$ cat config.mk
export PLATFORM = sky130hd
export DESIGN_NAME = busUnit
export DESIGN_NICKNAME = d
export VERILOG_FILES = /design/src/verilog/busPkg.sv /design/src/verilog/busArbiter.sv /design/src/verilog/ahbBeatGen.sv /design/src/verilog/respRouter.sv /design/src/verilog/busUnit.sv
export SDC_FILE = /design/constraint.sdc
export NUM_CORES = 1
export LEC_CHECK = 0
export BUFFER_PORTS_ARGS = -buffer_cell sky130_fd_sc_hd__buf_2
export CAP_MARGIN = 20
export CELL_PAD_IN_SITES_DETAIL_PLACEMENT = 1
export CELL_PAD_IN_SITES_GLOBAL_PLACEMENT = 1
export CORE_MARGIN = 8
export CORE_UTILIZATION = 30
export DETAILED_ROUTE_END_ITERATION = 8
export PLACE_DENSITY = 0.83
export SYNTH_ARGS = -nofsm -noshare
export SYNTH_HDL_FRONTEND = slang
export SYNTH_HIERARCHICAL = 1
export SYNTH_SLANG_ARGS = --single-unit
$ cat constraint.sdc
create_clock -name clk -period 6.1 [get_ports clk]
set_clock_uncertainty 0.15 [all_clocks]
set_input_delay 0.915 -clock clk [delete_from_list [all_inputs] [get_ports clk]]
set_output_delay 0.915 -clock clk [all_outputs]
set_load 0.02 [all_outputs]
$ cat src/verilog/busPkg.sv
////////////////////////////////////////
// Bus unit package
// Bus widths, the AHB-Lite code enums and
// the packed structs shared by the stream
// arbiter, the beat generator and the
// response router
////////////////////////////////////////

package busPkg;

  // Address and data widths of the AHB-Lite port
  localparam int AddrW = 32;
  localparam int DataW = 32;

  // Current owner of the bus, held by the arbiter
  typedef enum logic [1:0] {
    Idle,
    MemRead,
    MemWrite,
    InstrRead
  } busStateT;

  // HBURST codes, only the single and 4-beat kinds are issued
  typedef enum logic [2:0] {
    Single = 3'b000,
    Wrap4  = 3'b010,
    Incr4  = 3'b011
  } hburstT;

  // HTRANS codes, BUSY is never driven by this master
  typedef enum logic [1:0] {
    IdleT  = 2'b00,
    NonSeq = 2'b10,
    Seq    = 2'b11
  } htransT;

  // HSIZE codes up to the 32-bit bus width
  typedef enum logic [2:0] {
    Byte = 3'b000,
    Half = 3'b001,
    Word = 3'b010
  } hsizeT;

  // Request from a stream, held with stable fields until its last ack
  typedef struct packed {
    logic [AddrW-1:0] addr;
    logic             read;
    logic             write;
    hsizeT            size;
    hburstT           burst;
    logic             unsignedLoad;
    logic [DataW-1:0] writeData;
  } busReqT;

  // What the data phase needs to know about its address phase
  typedef struct packed {
    logic [1:0] addrLow;
    hsizeT      size;
    logic       unsignedLoad;
    logic       write;
    busStateT   owner;
    logic       active;
  } dataPhaseT;

endpackage

$ cat src/verilog/busArbiter.sv
////////////////////////////////////////
// Stream arbiter
// Decides which stream owns the AHB port.
// LSU reads win over LSU writes, which win
// over IFU fetches; an owner keeps the bus
// until its transfer is done
////////////////////////////////////////

`timescale 1ns/1ps

module busArbiter (
  input  logic             clk,
  input  logic             rstN,
  input  busPkg::busReqT   ifuReq,
  input  busPkg::busReqT   lsuReq,
  input  logic             transDone,
  output busPkg::busStateT state,
  output busPkg::busStateT nextState,
  output logic             ifuInit,
  output logic             lsuInit
);

  logic lsuGranted;
  logic lsuOwns;

  ////////////////////////////////////////
  // Ownership register
  ////////////////////////////////////////

  // The state always follows nextState, stalls are handled by transDone
  always_ff @(posedge clk) begin
    if (!rstN) begin
      state <= busPkg::Idle;
    end else begin
      state <= nextState;
    end
  end

  ////////////////////////////////////////
  // Next owner
  ////////////////////////////////////////

  always_comb begin
    nextState = state;
    case (state)
      busPkg::Idle: begin
        // Data accesses go first when both streams ask in the same cycle
        if (lsuReq.read)
          nextState = busPkg::MemRead;
        else if (lsuReq.write)
          nextState = busPkg::MemWrite;
        else if (ifuReq.read)
          nextState = busPkg::InstrRead;
      end
      busPkg::MemRead, busPkg::MemWrite: begin
        // A waiting fetch takes over in the cycle the data transfer ends
        if (transDone && ifuReq.read)
          nextState = busPkg::InstrRead;
        else if (transDone)
          nextState = busPkg::Idle;
      end
      busPkg::InstrRead: begin
        // A load or store that arrived mid-burst waits for the last fetch beat
        if (transDone && lsuReq.read)
          nextState = busPkg::MemRead;
        else if (transDone && lsuReq.write)
          nextState = busPkg::MemWrite;
        else if (transDone)
          nextState = busPkg::Idle;
      end
      default: begin
        nextState = busPkg::Idle;
      end
    endcase
  end

  ////////////////////////////////////////
  // Grant pulses
  ////////////////////////////////////////

  assign lsuGranted = (nextState == busPkg::MemRead) || (nextState == busPkg::MemWrite);
  assign lsuOwns    = (state == busPkg::MemRead) || (state == busPkg::MemWrite);

  // Init is high only in the cycle a stream is newly handed the bus
  assign lsuInit = lsuGranted && !lsuOwns;
  assign ifuInit = (nextState == busPkg::InstrRead) && (state != busPkg::InstrRead);

endmodule

$ cat src/verilog/ahbBeatGen.sv
////////////////////////////////////////
// AHB beat generator
// Drives the address phase for the stream
// that owns the bus, counts burst beats,
// wraps or increments the address and
// tracks the data phase of each beat
////////////////////////////////////////

`timescale 1ns/1ps

module ahbBeatGen (
  input  logic                     clk,
  input  logic                     rstN,
  input  busPkg::busReqT           ifuReq,
  input  busPkg::busReqT           lsuReq,
  input  busPkg::busStateT         state,
  input  busPkg::busStateT         nextState,
  input  logic                     hready,
  output logic [busPkg::AddrW-1:0] haddr,
  output logic                     hwrite,
  output busPkg::hsizeT            hsize,
  output busPkg::hburstT           hburst,
  output busPkg::htransT           htrans,
  output logic [busPkg::DataW-1:0] hwdata,
  output logic                     transDone,
  output busPkg::dataPhaseT        dataPhase
);

  logic                     grantLsu;
  busPkg::busReqT           req;
  logic                     newXfer;
  logic [1:0]               beatCnt;
  logic                     issuedAll;
  logic [1:0]               beatIdx;
  logic                     issuing;
  logic                     lastBeat;
  logic                     addrAccept;
  logic [busPkg::AddrW-1:0] incrAddr;
  logic [busPkg::AddrW-1:0] wrapAddr;
  logic [busPkg::DataW-1:0] storeData;
  logic                     dpActive;
  busPkg::busStateT         dpOwner;
  logic [1:0]               dpAddrLow;
  busPkg::hsizeT            dpSize;
  logic                     dpUnsigned;
  logic                     dpWrite;

  ////////////////////////////////////////
  // Address phase
  ////////////////////////////////////////

  // The owner is taken from nextState so a fresh request sees its address this cycle
  assign grantLsu = (nextState == busPkg::MemRead) || (nextState == busPkg::MemWrite);
  assign req      = grantLsu ? lsuReq : ifuReq;

  // A change of owner starts a new transfer at beat 0
  assign newXfer = nextState != state;
  assign beatIdx = newXfer ? 2'd0 : beatCnt;
  assign issuing = (nextState != busPkg::Idle) && (newXfer || !issuedAll);

  // Write bursts are not supported, so stores always go out as single beats
  assign hburst   = (nextState == busPkg::MemWrite) ? busPkg::Single : req.burst;
  assign lastBeat = (hburst == busPkg::Single) || (beatIdx == 2'd3);
  assign hwrite   = nextState == busPkg::MemWrite;
  assign hsize    = req.size;

  always_comb begin
    if (!issuing)
      htrans = busPkg::IdleT;
    else if (beatIdx == 2'd0)
      htrans = busPkg::NonSeq;
    else
      htrans = busPkg::Seq;
  end

  assign addrAccept = hready && (htrans != busPkg::IdleT);

  // Word beats step by 4, a wrap stays inside the 16-byte aligned block
  assign incrAddr = req.addr + {{(busPkg::AddrW-4){1'b0}}, beatIdx, 2'b00};
  assign wrapAddr = {req.addr[busPkg::AddrW-1:4], req.addr[3:2] + beatIdx, req.addr[1:0]};

  always_comb begin
    case (hburst)
      busPkg::Wrap4: haddr = wrapAddr;
      busPkg::Incr4: haddr = incrAddr;
      default:       haddr = req.addr;
    endcase
  end

  ////////////////////////////////////////
  // Beat counter
  ////////////////////////////////////////

  // Frozen while HREADY is low, so the address phase holds
  always_ff @(posedge clk) begin
    if (!rstN) begin
      beatCnt   <= 2'd0;
      issuedAll <= 1'b0;
    end else if (addrAccept) begin
      beatCnt   <= beatIdx + 2'd1;
      issuedAll <= lastBeat;
    end else if (newXfer) begin
      beatCnt   <= 2'd0;
      issuedAll <= 1'b0;
    end
  end

  // The last beat is in its data phase once everything has been issued
  assign transDone = dpActive && hready && issuedAll;

  ////////////////////////////////////////
  // Write data and data phase
  ////////////////////////////////////////

  // Store data comes from the low bits and is copied onto every byte lane
  always_comb begin
    case (lsuReq.size)
      busPkg::Byte: storeData = {(busPkg::DataW/8){lsuReq.writeData[7:0]}};
      busPkg::Half: storeData = {(busPkg::DataW/16){lsuReq.writeData[15:0]}};
      default:      storeData = lsuReq.writeData;
    endcase
  end

  // HWDATA lags its address phase by one cycle as AHB requires
  always_ff @(posedge clk) begin
    if (addrAccept && hwrite) begin
      hwdata <= storeData;
    end
  end

  // A new data phase starts only when the previous one has completed
  always_ff @(posedge clk) begin
    if (!rstN) begin
      dpActive <= 1'b0;
      dpOwner  <= busPkg::Idle;
    end else if (hready) begin
      dpActive <= addrAccept;
      dpOwner  <= nextState;
    end
  end

  always_ff @(posedge clk) begin
    if (addrAccept) begin
      dpAddrLow  <= haddr[1:0];
      dpSize     <= hsize;
      dpUnsigned <= req.unsignedLoad;
      dpWrite    <= hwrite;
    end
  end

  assign dataPhase = '{addrLow: dpAddrLow, size: dpSize, unsignedLoad: dpUnsigned,
                       write: dpWrite, owner: dpOwner, active: dpActive};

endmodule

$ cat src/verilog/respRouter.sv
////////////////////////////////////////
// Response router
// Turns completed data phases into acks for
// the owning stream and aligns and extends
// LSU load data
////////////////////////////////////////

`timescale 1ns/1ps

module respRouter (
  input  logic [busPkg::DataW-1:0] hrdata,
  input  logic                     hready,
  input  busPkg::dataPhaseT        dataPhase,
  output logic                     ifuAck,
  output logic                     lsuAck,
  output logic [busPkg::DataW-1:0] ifuRdata,
  output logic [busPkg::DataW-1:0] lsuRdata
);

  logic                     dataDone;
  logic                     lsuOwner;
  logic [busPkg::DataW-1:0] laneData;
  logic                     byteSign;
  logic                     halfSign;

  ////////////////////////////////////////
  // Acknowledges
  ////////////////////////////////////////

  // A data phase ends in the first cycle with HREADY high
  assign dataDone = dataPhase.active && hready;
  assign lsuOwner = (dataPhase.owner == busPkg::MemRead) ||
                    (dataPhase.owner == busPkg::MemWrite);

  // Only one owner is recorded per data phase, so the acks never overlap
  assign ifuAck = dataDone && (dataPhase.owner == busPkg::InstrRead);
  assign lsuAck = dataDone && lsuOwner;

  ////////////////////////////////////////
  // Read data
  ////////////////////////////////////////

  // Fetches always use full words
  assign ifuRdata = hrdata;

  // Move the addressed lane down to bit 0
  assign laneData = hrdata >> {dataPhase.addrLow, 3'b000};

  // Sign bits are forced low for unsigned loads
  assign byteSign = laneData[7] && !dataPhase.unsignedLoad;
  assign halfSign = laneData[15] && !dataPhase.unsignedLoad;

  always_comb begin
    case (dataPhase.size)
      busPkg::Byte: lsuRdata = {{(busPkg::DataW-8){byteSign}}, laneData[7:0]};
      busPkg::Half: lsuRdata = {{(busPkg::DataW-16){halfSign}}, laneData[15:0]};
      default:      lsuRdata = hrdata;
    endcase
  end

endmodule

$ cat src/verilog/busUnit.sv
////////////////////////////////////////
// AHB-Lite bus unit
// Shares one AHB-Lite master port between
// the instruction fetch and load/store
// streams of the core
////////////////////////////////////////

`timescale 1ns/1ps

module busUnit (
  input  logic                     clk,
  input  logic                     rstN,
  // Stream requests
  input  busPkg::busReqT           ifuReq,
  input  busPkg::busReqT           lsuReq,
  // Responses to the fetch stream
  output logic                     ifuAck,
  output logic                     ifuInit,
  output logic [busPkg::DataW-1:0] ifuRdata,
  // Responses to the load/store stream
  output logic                     lsuAck,
  output logic                     lsuInit,
  output logic [busPkg::DataW-1:0] lsuRdata,
  // AHB-Lite master port
  input  logic [busPkg::DataW-1:0] hrdata,
  input  logic                     hready,
  input  logic                     hresp,
  output logic [busPkg::AddrW-1:0] haddr,
  output logic [busPkg::DataW-1:0] hwdata,
  output logic                     hwrite,
  output busPkg::hsizeT            hsize,
  output busPkg::hburstT           hburst,
  output busPkg::htransT           htrans
);

  busPkg::busStateT  state;
  busPkg::busStateT  nextState;
  logic              transDone;
  busPkg::dataPhaseT dataPhase;

  // HRESP is only watched by the protocol checks, errors are never raised

  // Decode: who owns the bus
  busArbiter arbiter (
    .clk       (clk),
    .rstN      (rstN),
    .ifuReq    (ifuReq),
    .lsuReq    (lsuReq),
    .transDone (transDone),
    .state     (state),
    .nextState (nextState),
    .ifuInit   (ifuInit),
    .lsuInit   (lsuInit)
  );

  // Execute: address phases and beat counting
  ahbBeatGen beatGen (
    .clk       (clk),
    .rstN      (rstN),
    .ifuReq    (ifuReq),
    .lsuReq    (lsuReq),
    .state     (state),
    .nextState (nextState),
    .hready    (hready),
    .haddr     (haddr),
    .hwrite    (hwrite),
    .hsize     (hsize),
    .hburst    (hburst),
    .htrans    (htrans),
    .hwdata    (hwdata),
    .transDone (transDone),
    .dataPhase (dataPhase)
  );

  // Result: acks and read data back to the streams
  respRouter router (
    .hrdata    (hrdata),
    .hready    (hready),
    .dataPhase (dataPhase),
    .ifuAck    (ifuAck),
    .lsuAck    (lsuAck),
    .ifuRdata  (ifuRdata),
    .lsuRdata  (lsuRdata)
  );

endmodule

==> results.md, run 1 <==
- PortBufs: 288
- WL final: 19.85 mm
- Gr usage total: 0.1759
- CP required: 5.03 ns
- RR Endpoint: beatGen/issuedAll
- Status: completed
- Worst Reg-to-Reg Cells: 12
- FF-to-FF setup slack: 2.67 ns
- Cell area after synthesis: 4917 um^2
- Crit path cell chain: buf_2 -> and3_1 -> and2b_2 -> o21ai_0 -> nand2_1 -> inv_1 -> ha_4 -> buf_16 -> nand3b_1 -> a2111oi_4 -> or3b_4 -> nor4b_1 -> mux2_2 -> buf_2
- RSZ-0062 raised after global routing: no
- Final HPWL DP: 16.29 mm
- Nets: 975
- Crit Path Class: in -> out
- Via count: 5,189
- CP top delay family: simple AND/OR/NAND/NOR gates
- Starting DRT DRC Count: 154
- Hold worst-path end: beatGen/dpOwner[0]
- Slowest CP cell: a2111oi_4
- Vias in the first global route: 5,289
- Routability cong.: 0.8729
- Final setup violation count: 0
- 1st-pass router iterations: 4
- Max stage delay on crit path: 0.49 ns
- Pwr/cell area: 259.0 nW/um^2
- Critical Path AT: 4.86 ns
- Total power draw: 1.688 mW
- DR WL/cell: 19.73 um
- Die X: 144.0 um
- Relative slew slack: 0.3605
- YS warnings: 6
- CP startpoint kind: primary input
- Rows: 47
- DRC viols: 0
- Global route overflow: 0
- CTS Buf Count: 5
- Leak: 2.953 nW
- F_max: 168.7 MHz
- Hold WS: 0.3854 ns
- Max-Cap Viols: 0
- DP Worst Slack: 0.02852 ns
- Largest net degree at the start of global routing: 47
- Crit path top cell by count: buf_2
- Origin of the critical flop-to-flop path: beatGen/issuedAll
- Critical-path maximum fanout: 23
- Ports: 323
- TritonCTS clock tree: done
- Hold path start: beatGen/dpOwner[0]
- Vias per cell: 5.158
- Initial antenna violation count: 0
- Synthesis-to-layout area growth: 32.52%
- Post-synthesis cell count: 544
- Post-Syn Nets: 734
- Ant. Diodes: 0
- CP Capture Type: primary output
- Hold Vio Cnt, Final: 0
- H-tree depth: 2
- Slew Limit Fails: 0
- Setup TNS: 0 ns
- Sink Count: 46
- Syn avg cell area: 9.039 um^2
- Worst slew pin tran: 0.9592 ns
- Final Util: 0.4000
- Post-route clock period utilization: 0.9719
- Final Worst Setup Slack: 0.1714 ns
- Die area: 20,740 um^2
- First-pass GRT wire length: 29.12 mm
- Min-Delay Path Depth: 2
- Initial Utilization: 0.3019
- CTS max path bufs: 2
- Die Ht: 144.0 um
- Worst skew pair latency: 0.28 ns
- Clk root buf: clkbuf_16
- Post-DRT Antenna Nets: 0
- Fin crit period: 5.929 ns
- Maximum VDD drop: 123.7 uV
- Ratio of cells with drive above 1 in the final layout: 0.4746
- Worst Path Buf+Inv: 4
- Core outline area: 16,290 um^2
- Clock slew at reported path FFs: 0.06 ns
- Hold Crit Class: reg -> reg
cell type report:
type	count	area [um^2]
Fill cell	2021	9773
Clock buffer	5	125.1
Inverter	8	30.03
Multi-Input combinational cell	418	3148
Clock inverter	3	22.52
Sequential cell	46	1301
Tap cell	220	275.3
Timing Repair Buffer	306	1614
report_power, final:
group	switching, mW	leakage (nW)	internal, mW
logic	0.625	2.47	0.394
clock network	0.120	0.0746	0.154
registers	0.0247	0.412	0.369
tightest hold or removal path, cell delays in order (launching register included):
cell     delay [ns]
dfxtp_1        0.34
mux2i_1        0.07
nor2b_1        0.09
cell usage in the layout, fill, tap and decap left out, types with 7 or more instances in the layout:
cell type,instances
edfxtp_1,38
nand3_1,18
nor2b_1,19
o21ai_0,28
mux2i_1,51
nand2_1,37
inv_1,8
nor3_1,10
ha_1,7
a21oi_1,17
buf_2,288
o22ai_1,13
and3b_1,9
mux2_2,29
dfxtp_1,8
buf_4,16
nand3b_1,7
a221oi_1,7
nand2b_1,9
nor2_1,36
a31oi_1,7
xnor2_1,22
registers in the layout (all words and copies together) (netlist names):
name	count
beatGen/dpUnsigned	1
beatGen/dpAddrLow	2
beatGen/hwdata	32
beatGen/dpSize	3
beatGen/dpActive	1
beatGen/dpOwner	2
arbiter/state	2
beatGen/beatCnt	2
beatGen/issuedAll	1
per-layer routing:
metal,track usage,vias up,share of wire
li1,-,2485,-
met1,0.2011,2508,0.39
met2,0.3380,182,0.52
met3,0.02476,14,0.075
met4,0.03486,0,0.014
met5,0,-,0
per-stage QoR:
step / cells / area, um^2
2_1_floorplan: 544 / 4917
3_3_place_gp: 992 / 6274
3_5_place_dp: 992 / 6274
4_1_cts: 1000 / 6421
5_1_grt: 1006 / 6516
6_report: 1006 / 6516
worst max path at each step:
stage / slack, ns / to / from / cells past startpoint
after floorplan: 0.45 / haddr[19] / hready / 17
after global placement: 0.21 / haddr[23] / hready / 14
after detailed placement: 0.03 / haddr[23] / hready / 14
after CTS: 0.02 / haddr[23] / hready / 14
after global routing: 0.009 / haddr[27] / hready / 15
final: 0.17 / haddr[23] / hready / 14
what timing repair did:
item / in CTS / in global routing
setup endpoints to repair: 0 / 16
resized for setup: 0 / 6
hold buffers: 0 / 0
setup buffers: 0 / 4
Note: power is estimated with default switching activity, not from simulation.
==> run 2: changes to the inputs <==
--- a/config.mk
+++ b/config.mk
@@ -5,7 +5,7 @@
 export SDC_FILE = /design/constraint.sdc
 export NUM_CORES = 1
 export LEC_CHECK = 0
-export BUFFER_PORTS_ARGS = -buffer_cell sky130_fd_sc_hd__buf_2
+export BUFFER_PORTS_ARGS = -buffer_cell sky130_fd_sc_hd__clkbuf_2
 export CAP_MARGIN = 20
 export CELL_PAD_IN_SITES_DETAIL_PLACEMENT = 1
 export CELL_PAD_IN_SITES_GLOBAL_PLACEMENT = 1
==> run 2 against run 1 <==
  * Clock power up 15%
  * Sequential cell count is the same
  * Count of clock-buffer cells in the layout did not move
  * First-iteration DRC count rose by 13%
  * Setup slack gained 0.066 ns
  * Worst hold slack improved by 0.0046 ns
  * Sequential power barely moved
  * Register-to-register slack gained 0.07 ns
  * Critical path depth stayed put
  * Die area stayed put
  * Largest cell class unchanged
  * Largest power group unchanged
==> results.md, run 2 (synthesis gave the netlist of run 1 again) <==
- Final setup violation count: 0
- Initial antenna violation count: 0
- CP top delay family: simple AND/OR/NAND/NOR gates
- Comb power frac: 0.583
- 1st-pass router iterations: 6
- Ant. Diodes: 0
- Hold Vio Cnt, Final: 0
- Relative slew slack: 0.2537
- Vias per cell: 5.198
- Metal3 WL: 1.515 mm
- CP required: 5.03 ns
- Met2 WL: 10.27 mm
- Die area: 20,740 um^2
- Nets: 968
- FF-to-FF setup slack: 2.74 ns
- DR WL/cell: 19.72 um
- Post-route clock period utilization: 0.9610
- Slowest CP cell: or3b_4
- Post-CTS setup repair buffer count: 0
- Initial Utilization: 0.3019
- Final HPWL DP: 16.36 mm
- # resized after CTS: 0
- Int Pwr: 0.9378 mW
- Seq pwr share: 0.231
- RR Endpoint: beatGen/issuedAll
- Clk root buf: clkbuf_16
- Largest Register: beatGen/hwdata
- First-pass GRT wire length: 29.21 mm
- Critical Path AT: 4.80 ns
- Crit path top cell by count: clkbuf_2
- WP depth: 14
- Via count: 5,193
- Worst setup endpoint: haddr[23]
- Total power draw: 1.705 mW
- Routability cong.: 0.8644
- TritonCTS clock tree: done
- Max-Cap Viols: 0
- Leak: 2.974 nW
- RSZ-0062 raised after global routing: yes
- Max FFs per register: 32
- Maximum VDD drop: 153.7 uV
- CTS Buf Count: 5
- F_max: 170.6 MHz
- Post-DRT Antenna Nets: 0
- DP Worst Slack: 0.2242 ns
- Die Ht: 144.0 um
- Sequential cell area: 1301 um^2
- Origin of the critical flop-to-flop path: beatGen/issuedAll
- Crit path cell chain: clkbuf_2 -> and3_1 -> mux2_1 -> a221oi_2 -> a31oi_2 -> inv_1 -> ha_4 -> buf_12 -> nand3b_1 -> a2111oi_4 -> or3b_4 -> nor4b_1 -> mux2_2 -> clkbuf_2
- Post-Layout Inst Area: 6454 um^2
- Worst Path Buf+Inv: 4
- Core outline area: 16,290 um^2
- CTS max path bufs: 2
- CP startpoint kind: primary input
- Clock slew at reported path FFs: 0.06 ns
- CP Capture Type: primary output
- Crit path launch: hready
- Fill count: 2,045
- Post-cts hold buffer count: 0
- Hold Crit Class: reg -> reg
- Commonest non-fill, non-tap cells in the layout: clkbuf_2 (288), mux2i_1 (51), edfxtp_1 (38), nand2_1 (37), nor2_1 (36)
- Crit Path Class: in -> out
- Final Util: 0.3962
- Rows: 47
- Critical-path maximum fanout: 46
- PortBufs: 288
- Synthesis-to-layout area growth: 31.25%
- Worst slew pin tran: 1.115 ns
- Worst Reg-to-Reg Cells: 12
- DRC viols: 0
- Sink Count: 46
- Largest net degree at the start of global routing: 47
- Top flop regs: beatGen/hwdata x32, beatGen/dpSize x3
- Clk pwr share: 0.186
- Hold WS: 0.3900 ns
- Area post-placement: 6266 um^2
- Die X: 144.0 um
- Max Used Layer: met4
- WL final: 19.70 mm
- Global route overflow: 0
- Final Worst Setup Slack: 0.2379 ns
- Multi-input logic area: 3142 um^2
- Gr usage total: 0.1764
- Ratio of cells with drive above 1 in the final layout: 0.4685
- Max stage delay on crit path: 0.54 ns
- Starting DRT DRC Count: 174
- Fin crit period: 5.862 ns
- H-tree depth: 2
- Worst skew pair latency: 0.28 ns
- Status: completed
- Pwr/cell area: 264.1 nW/um^2
- Net Sw Frac: 0.4499
- Commonest non-fill, non-tap cell in the layout: clkbuf_2
- Sw power: 0.7668 mW
- Slew Limit Fails: 0
- Wl on met1: 7.504 mm
- Vias in the first global route: 5,371
- Ports: 323
==> run 2: cell types whose count changed in the layout (fill, tap and decap cells not counted), sizes merged <==
cell and delta:
clkbuf +287, bufinv +1, inv -1, buf -294
==> run 2: worst min-delay path by stage <==
stage | from | to | slack [ns] | depth (start not counted)
floorplan | beatGen/dpOwner[1] | beatGen/dpOwner[1] | 0.34 | 2
global placement | beatGen/dpOwner[0] | beatGen/dpOwner[0] | 0.36 | 2
detailed placement | beatGen/dpOwner[0] | beatGen/dpOwner[0] | 0.38 | 2
CTS | beatGen/dpOwner[1] | beatGen/dpOwner[1] | 0.39 | 2
global route | beatGen/dpOwner[1] | beatGen/dpOwner[1] | 0.43 | 2
finish | beatGen/dpOwner[1] | beatGen/dpOwner[1] | 0.39 | 2
==> run 2: power by group through the flow <==
stage          Sequential (mW)  Combinational (mW)  Clock, mW
2_1_floorplan            0.395               0.700          0
3_3_place_gp             0.401               0.979          0
3_5_place_dp             0.402               0.994          0
4_1_cts                  0.395               0.998      0.323
5_1_grt                  0.399                1.07      0.337
6_report                 0.395               0.994      0.316
==> run 2: area by class of cell <==
cell class	count	share of cell area
clock buffer	5	0.01939
sequential	46	0.2016
clock inverter	3	0.006786
timing repair buffer	299	0.2381
tap	220	0.04265
inverter	8	0.004653
multi-input combinational	418	0.4868
==> run 2: layer usage <==
metal	track usage	vias up
li1	-	2470
met1	0.2017	2507
met2	0.3295	193
met3	0.02872	23
met4	0.04925	0
met5	0	-
==> run 2: per-stage QoR <==
step	cells	TNS [ns]
after floorplan	544	0
after global placement	991	0
after detailed placement	991	0
after CTS	999	0
after global routing	999	-0.01142
final	999	0
==> run 2: worst min-delay path, cell delays in order (launching register included) <==
cell and delay, ns:
dfxtp_1 0.32, mux2i_1 0.12, nor2b_1 0.06
==> run 3: changes to the inputs <==
--- a/config.mk
+++ b/config.mk
@@ -6,11 +6,12 @@
 export NUM_CORES = 1
 export LEC_CHECK = 0
 export BUFFER_PORTS_ARGS = -buffer_cell sky130_fd_sc_hd__clkbuf_2
-export CAP_MARGIN = 20
+export CAP_MARGIN = 30
 export CELL_PAD_IN_SITES_DETAIL_PLACEMENT = 1
 export CELL_PAD_IN_SITES_GLOBAL_PLACEMENT = 1
 export CORE_MARGIN = 8
 export CORE_UTILIZATION = 30
+export CTS_CLUSTER_SIZE = 30
 export DETAILED_ROUTE_END_ITERATION = 8
 export PLACE_DENSITY = 0.83
 export SYNTH_ARGS = -nofsm -noshare
==> constraint.sdc (replaced) <==
create_clock -name clk -period 5.69 [get_ports clk]
set_clock_uncertainty 0.15 [all_clocks]
set_input_delay 0.8535 -clock clk [delete_from_list [all_inputs] [get_ports clk]]
set_output_delay 0.8535 -clock clk [all_outputs]
set_load 0.02 [all_outputs]
==> run 3 against run 2 <==
  * Non-clock buffer count increased by 14
  * Critical path type unchanged
  * Via count increased by 1.2%
  * Utilization increased by 0.61 points
  * Setup slack got worse by 0.17 ns
  * Combinational power increased by 9.7%
==> results.md, run 3 (synthesis gave the netlist of run 1 again) <==
- Commonest non-fill, non-tap cells in the layout: clkbuf_2 (288), mux2i_1 (51), edfxtp_1 (38), nand2_1 (37), nor2_1 (36)
- Post-route clock period utilization: 0.9883
- Pwr/cell area: 281.4 nW/um^2
- Global route overflow: 0
- Ratio of cells with drive above 1 in the final layout: 0.4741
- Post-CTS setup repair buffer count: 0
- Setup TNS: 0 ns
- Core outline area: 16,290 um^2
- TritonCTS clock tree: done
- Relative slew slack: 0.3887
- Gr usage total: 0.1755
- Die area: 20,740 um^2
- Leak: 3.052 nW
- Sink Count: 46
- CP top delay family: compound AO/OA/AOI/OAI gates
- Top flop regs: beatGen/hwdata x32, beatGen/dpSize x3
- CTS Buf Count: 5
- Worst skew pair latency: 0.28 ns
- Initial antenna violation count: 0
- Starting DRT DRC Count: 132
- Largest Register: beatGen/hwdata
- Crit Path Class: in -> out
- Placed insts: 1,005
- Max-Cap Viols: 0
- DR WL/cell: 19.68 um
- Via count: 5,253
- Final setup violation count: 0
- Final HPWL DP: 16.70 mm
- Hold Crit Class: reg -> reg
- Rows: 47
- Worst slew pin tran: 0.9169 ns
- # resized after CTS: 0
- M2 GR Usage: 0.3233
- Fin crit period: 5.624 ns
- Max stage delay on crit path: 0.60 ns
- Largest net degree at the start of global routing: 43
- Synthesis-to-layout area growth: 33.26%
- Multi-input logic area: 3134 um^2
- CTS max path bufs: 2
- Routability cong.: 0.8817
- Fill count: 2,030
- Vias in the first global route: 5,328
- PortBufs: 288
- Max FFs per register: 32
- Ant. Diodes: 0
- Nets: 982
- Clock slew at reported path FFs: 0.06 ns
- CP required: 4.69 ns
- Post-cts hold buffer count: 0
- Met3 usage: 0.02872
- Total power draw: 1.844 mW
- DRC viols: 0
- First-pass GRT wire length: 28.97 mm
- F_max: 177.8 MHz
- Ports: 323
- Clk root buf: clkbuf_16
- Die Ht: 144.0 um
- Vias per cell: 5.186
- Final Worst Setup Slack: 0.06641 ns
- Critical Path AT: 4.62 ns
- CP startpoint kind: primary input
- Crit path cell chain: clkbuf_2 -> and3_2 -> mux2_1 -> a221oi_2 -> a31oi_1 -> inv_1 -> ha_4 -> buf_4 -> mux2_2 -> ha_1 -> ha_1 -> o21ai_1 -> buf_4 -> a211oi_1 -> xnor2_1 -> clkbuf_2
- CP Capture Type: primary output
- RSZ-0062 raised after global routing: yes
- Maximum VDD drop: 116.3 uV
- WL final: 19.94 mm
- Sequential cell area: 1301 um^2
- Worst Path Buf+Inv: 5
- Hold WS: 0.3966 ns
- Hold Vio Cnt, Final: 0
- Die X: 144.0 um
- Commonest non-fill, non-tap cell in the layout: clkbuf_2
- 1st-pass router iterations: 4
- DP Worst Slack: 0.09538 ns
- Critical-path maximum fanout: 8
- GR peak layer: met2
- Slew Limit Fails: 0
- Initial Utilization: 0.3019
- H-tree depth: 2
- Final Instance Count excl. Fillers: 1,013
- Slowest CP cell: o21ai_1
- Post-DRT Antenna Nets: 0
- M1 GR Usage: 0.2014
- Status: completed
run 3: final cells by class:
class,instances,area share
Inverter,8,0.004583
Sequential cell,46,0.1986
Clock inverter,2,0.005728
Tap cell,220,0.04201
Timing Repair Buffer,313,0.2511
Multi-Input combinational cell,418,0.4783
Clock buffer,6,0.01967
run 3: routing by layer:
| layer | wire length, um | part of all wire |
|---|---|---|
| met1 | 7692 | 0.39 |
| met2 | 10330 | 0.52 |
| met3 | 1422 | 0.071 |
| met4 | 492 | 0.025 |
| met5 | 0 | 0 |
run 3: metrics by stage:
step	area (um^2)	util
floorplan	4917	-
global placement	6364	0.3907
detailed placement	6375	0.3914
CTS	6541	0.4016
global route	6553	0.4023
finish	6553	0.4023
run 3: where the power goes:
group | switching [mW] | internal [mW] | total (mW)
logic | 0.672 | 0.417 | 1.09
clock network | 0.124 | 0.207 | 0.331
registers | 0.0274 | 0.396 | 0.423
total | 0.823 | 1.02 | 1.84
run 3: worst paths after layout:
| check | from | endpoint | slack [ns] | depth (start not counted) |
|---|---|---|---|---|
| max | hready | haddr[16] | 0.07 | 16 |
| min | beatGen/dpOwner[0] | beatGen/dpOwner[0] | 0.40 | 2 |
| max reg2reg | arbiter/state[0] | beatGen/hwdata[11] | 2.35 | 10 |
| min reg2reg | beatGen/dpOwner[0] | beatGen/dpOwner[0] | 0.40 | 2 |
run 3: worst min-delay path, stage by stage (launching register included):
cell and delay (ns):
dfxtp_1 0.31, mux2i_1 0.13, nor2b_1 0.06
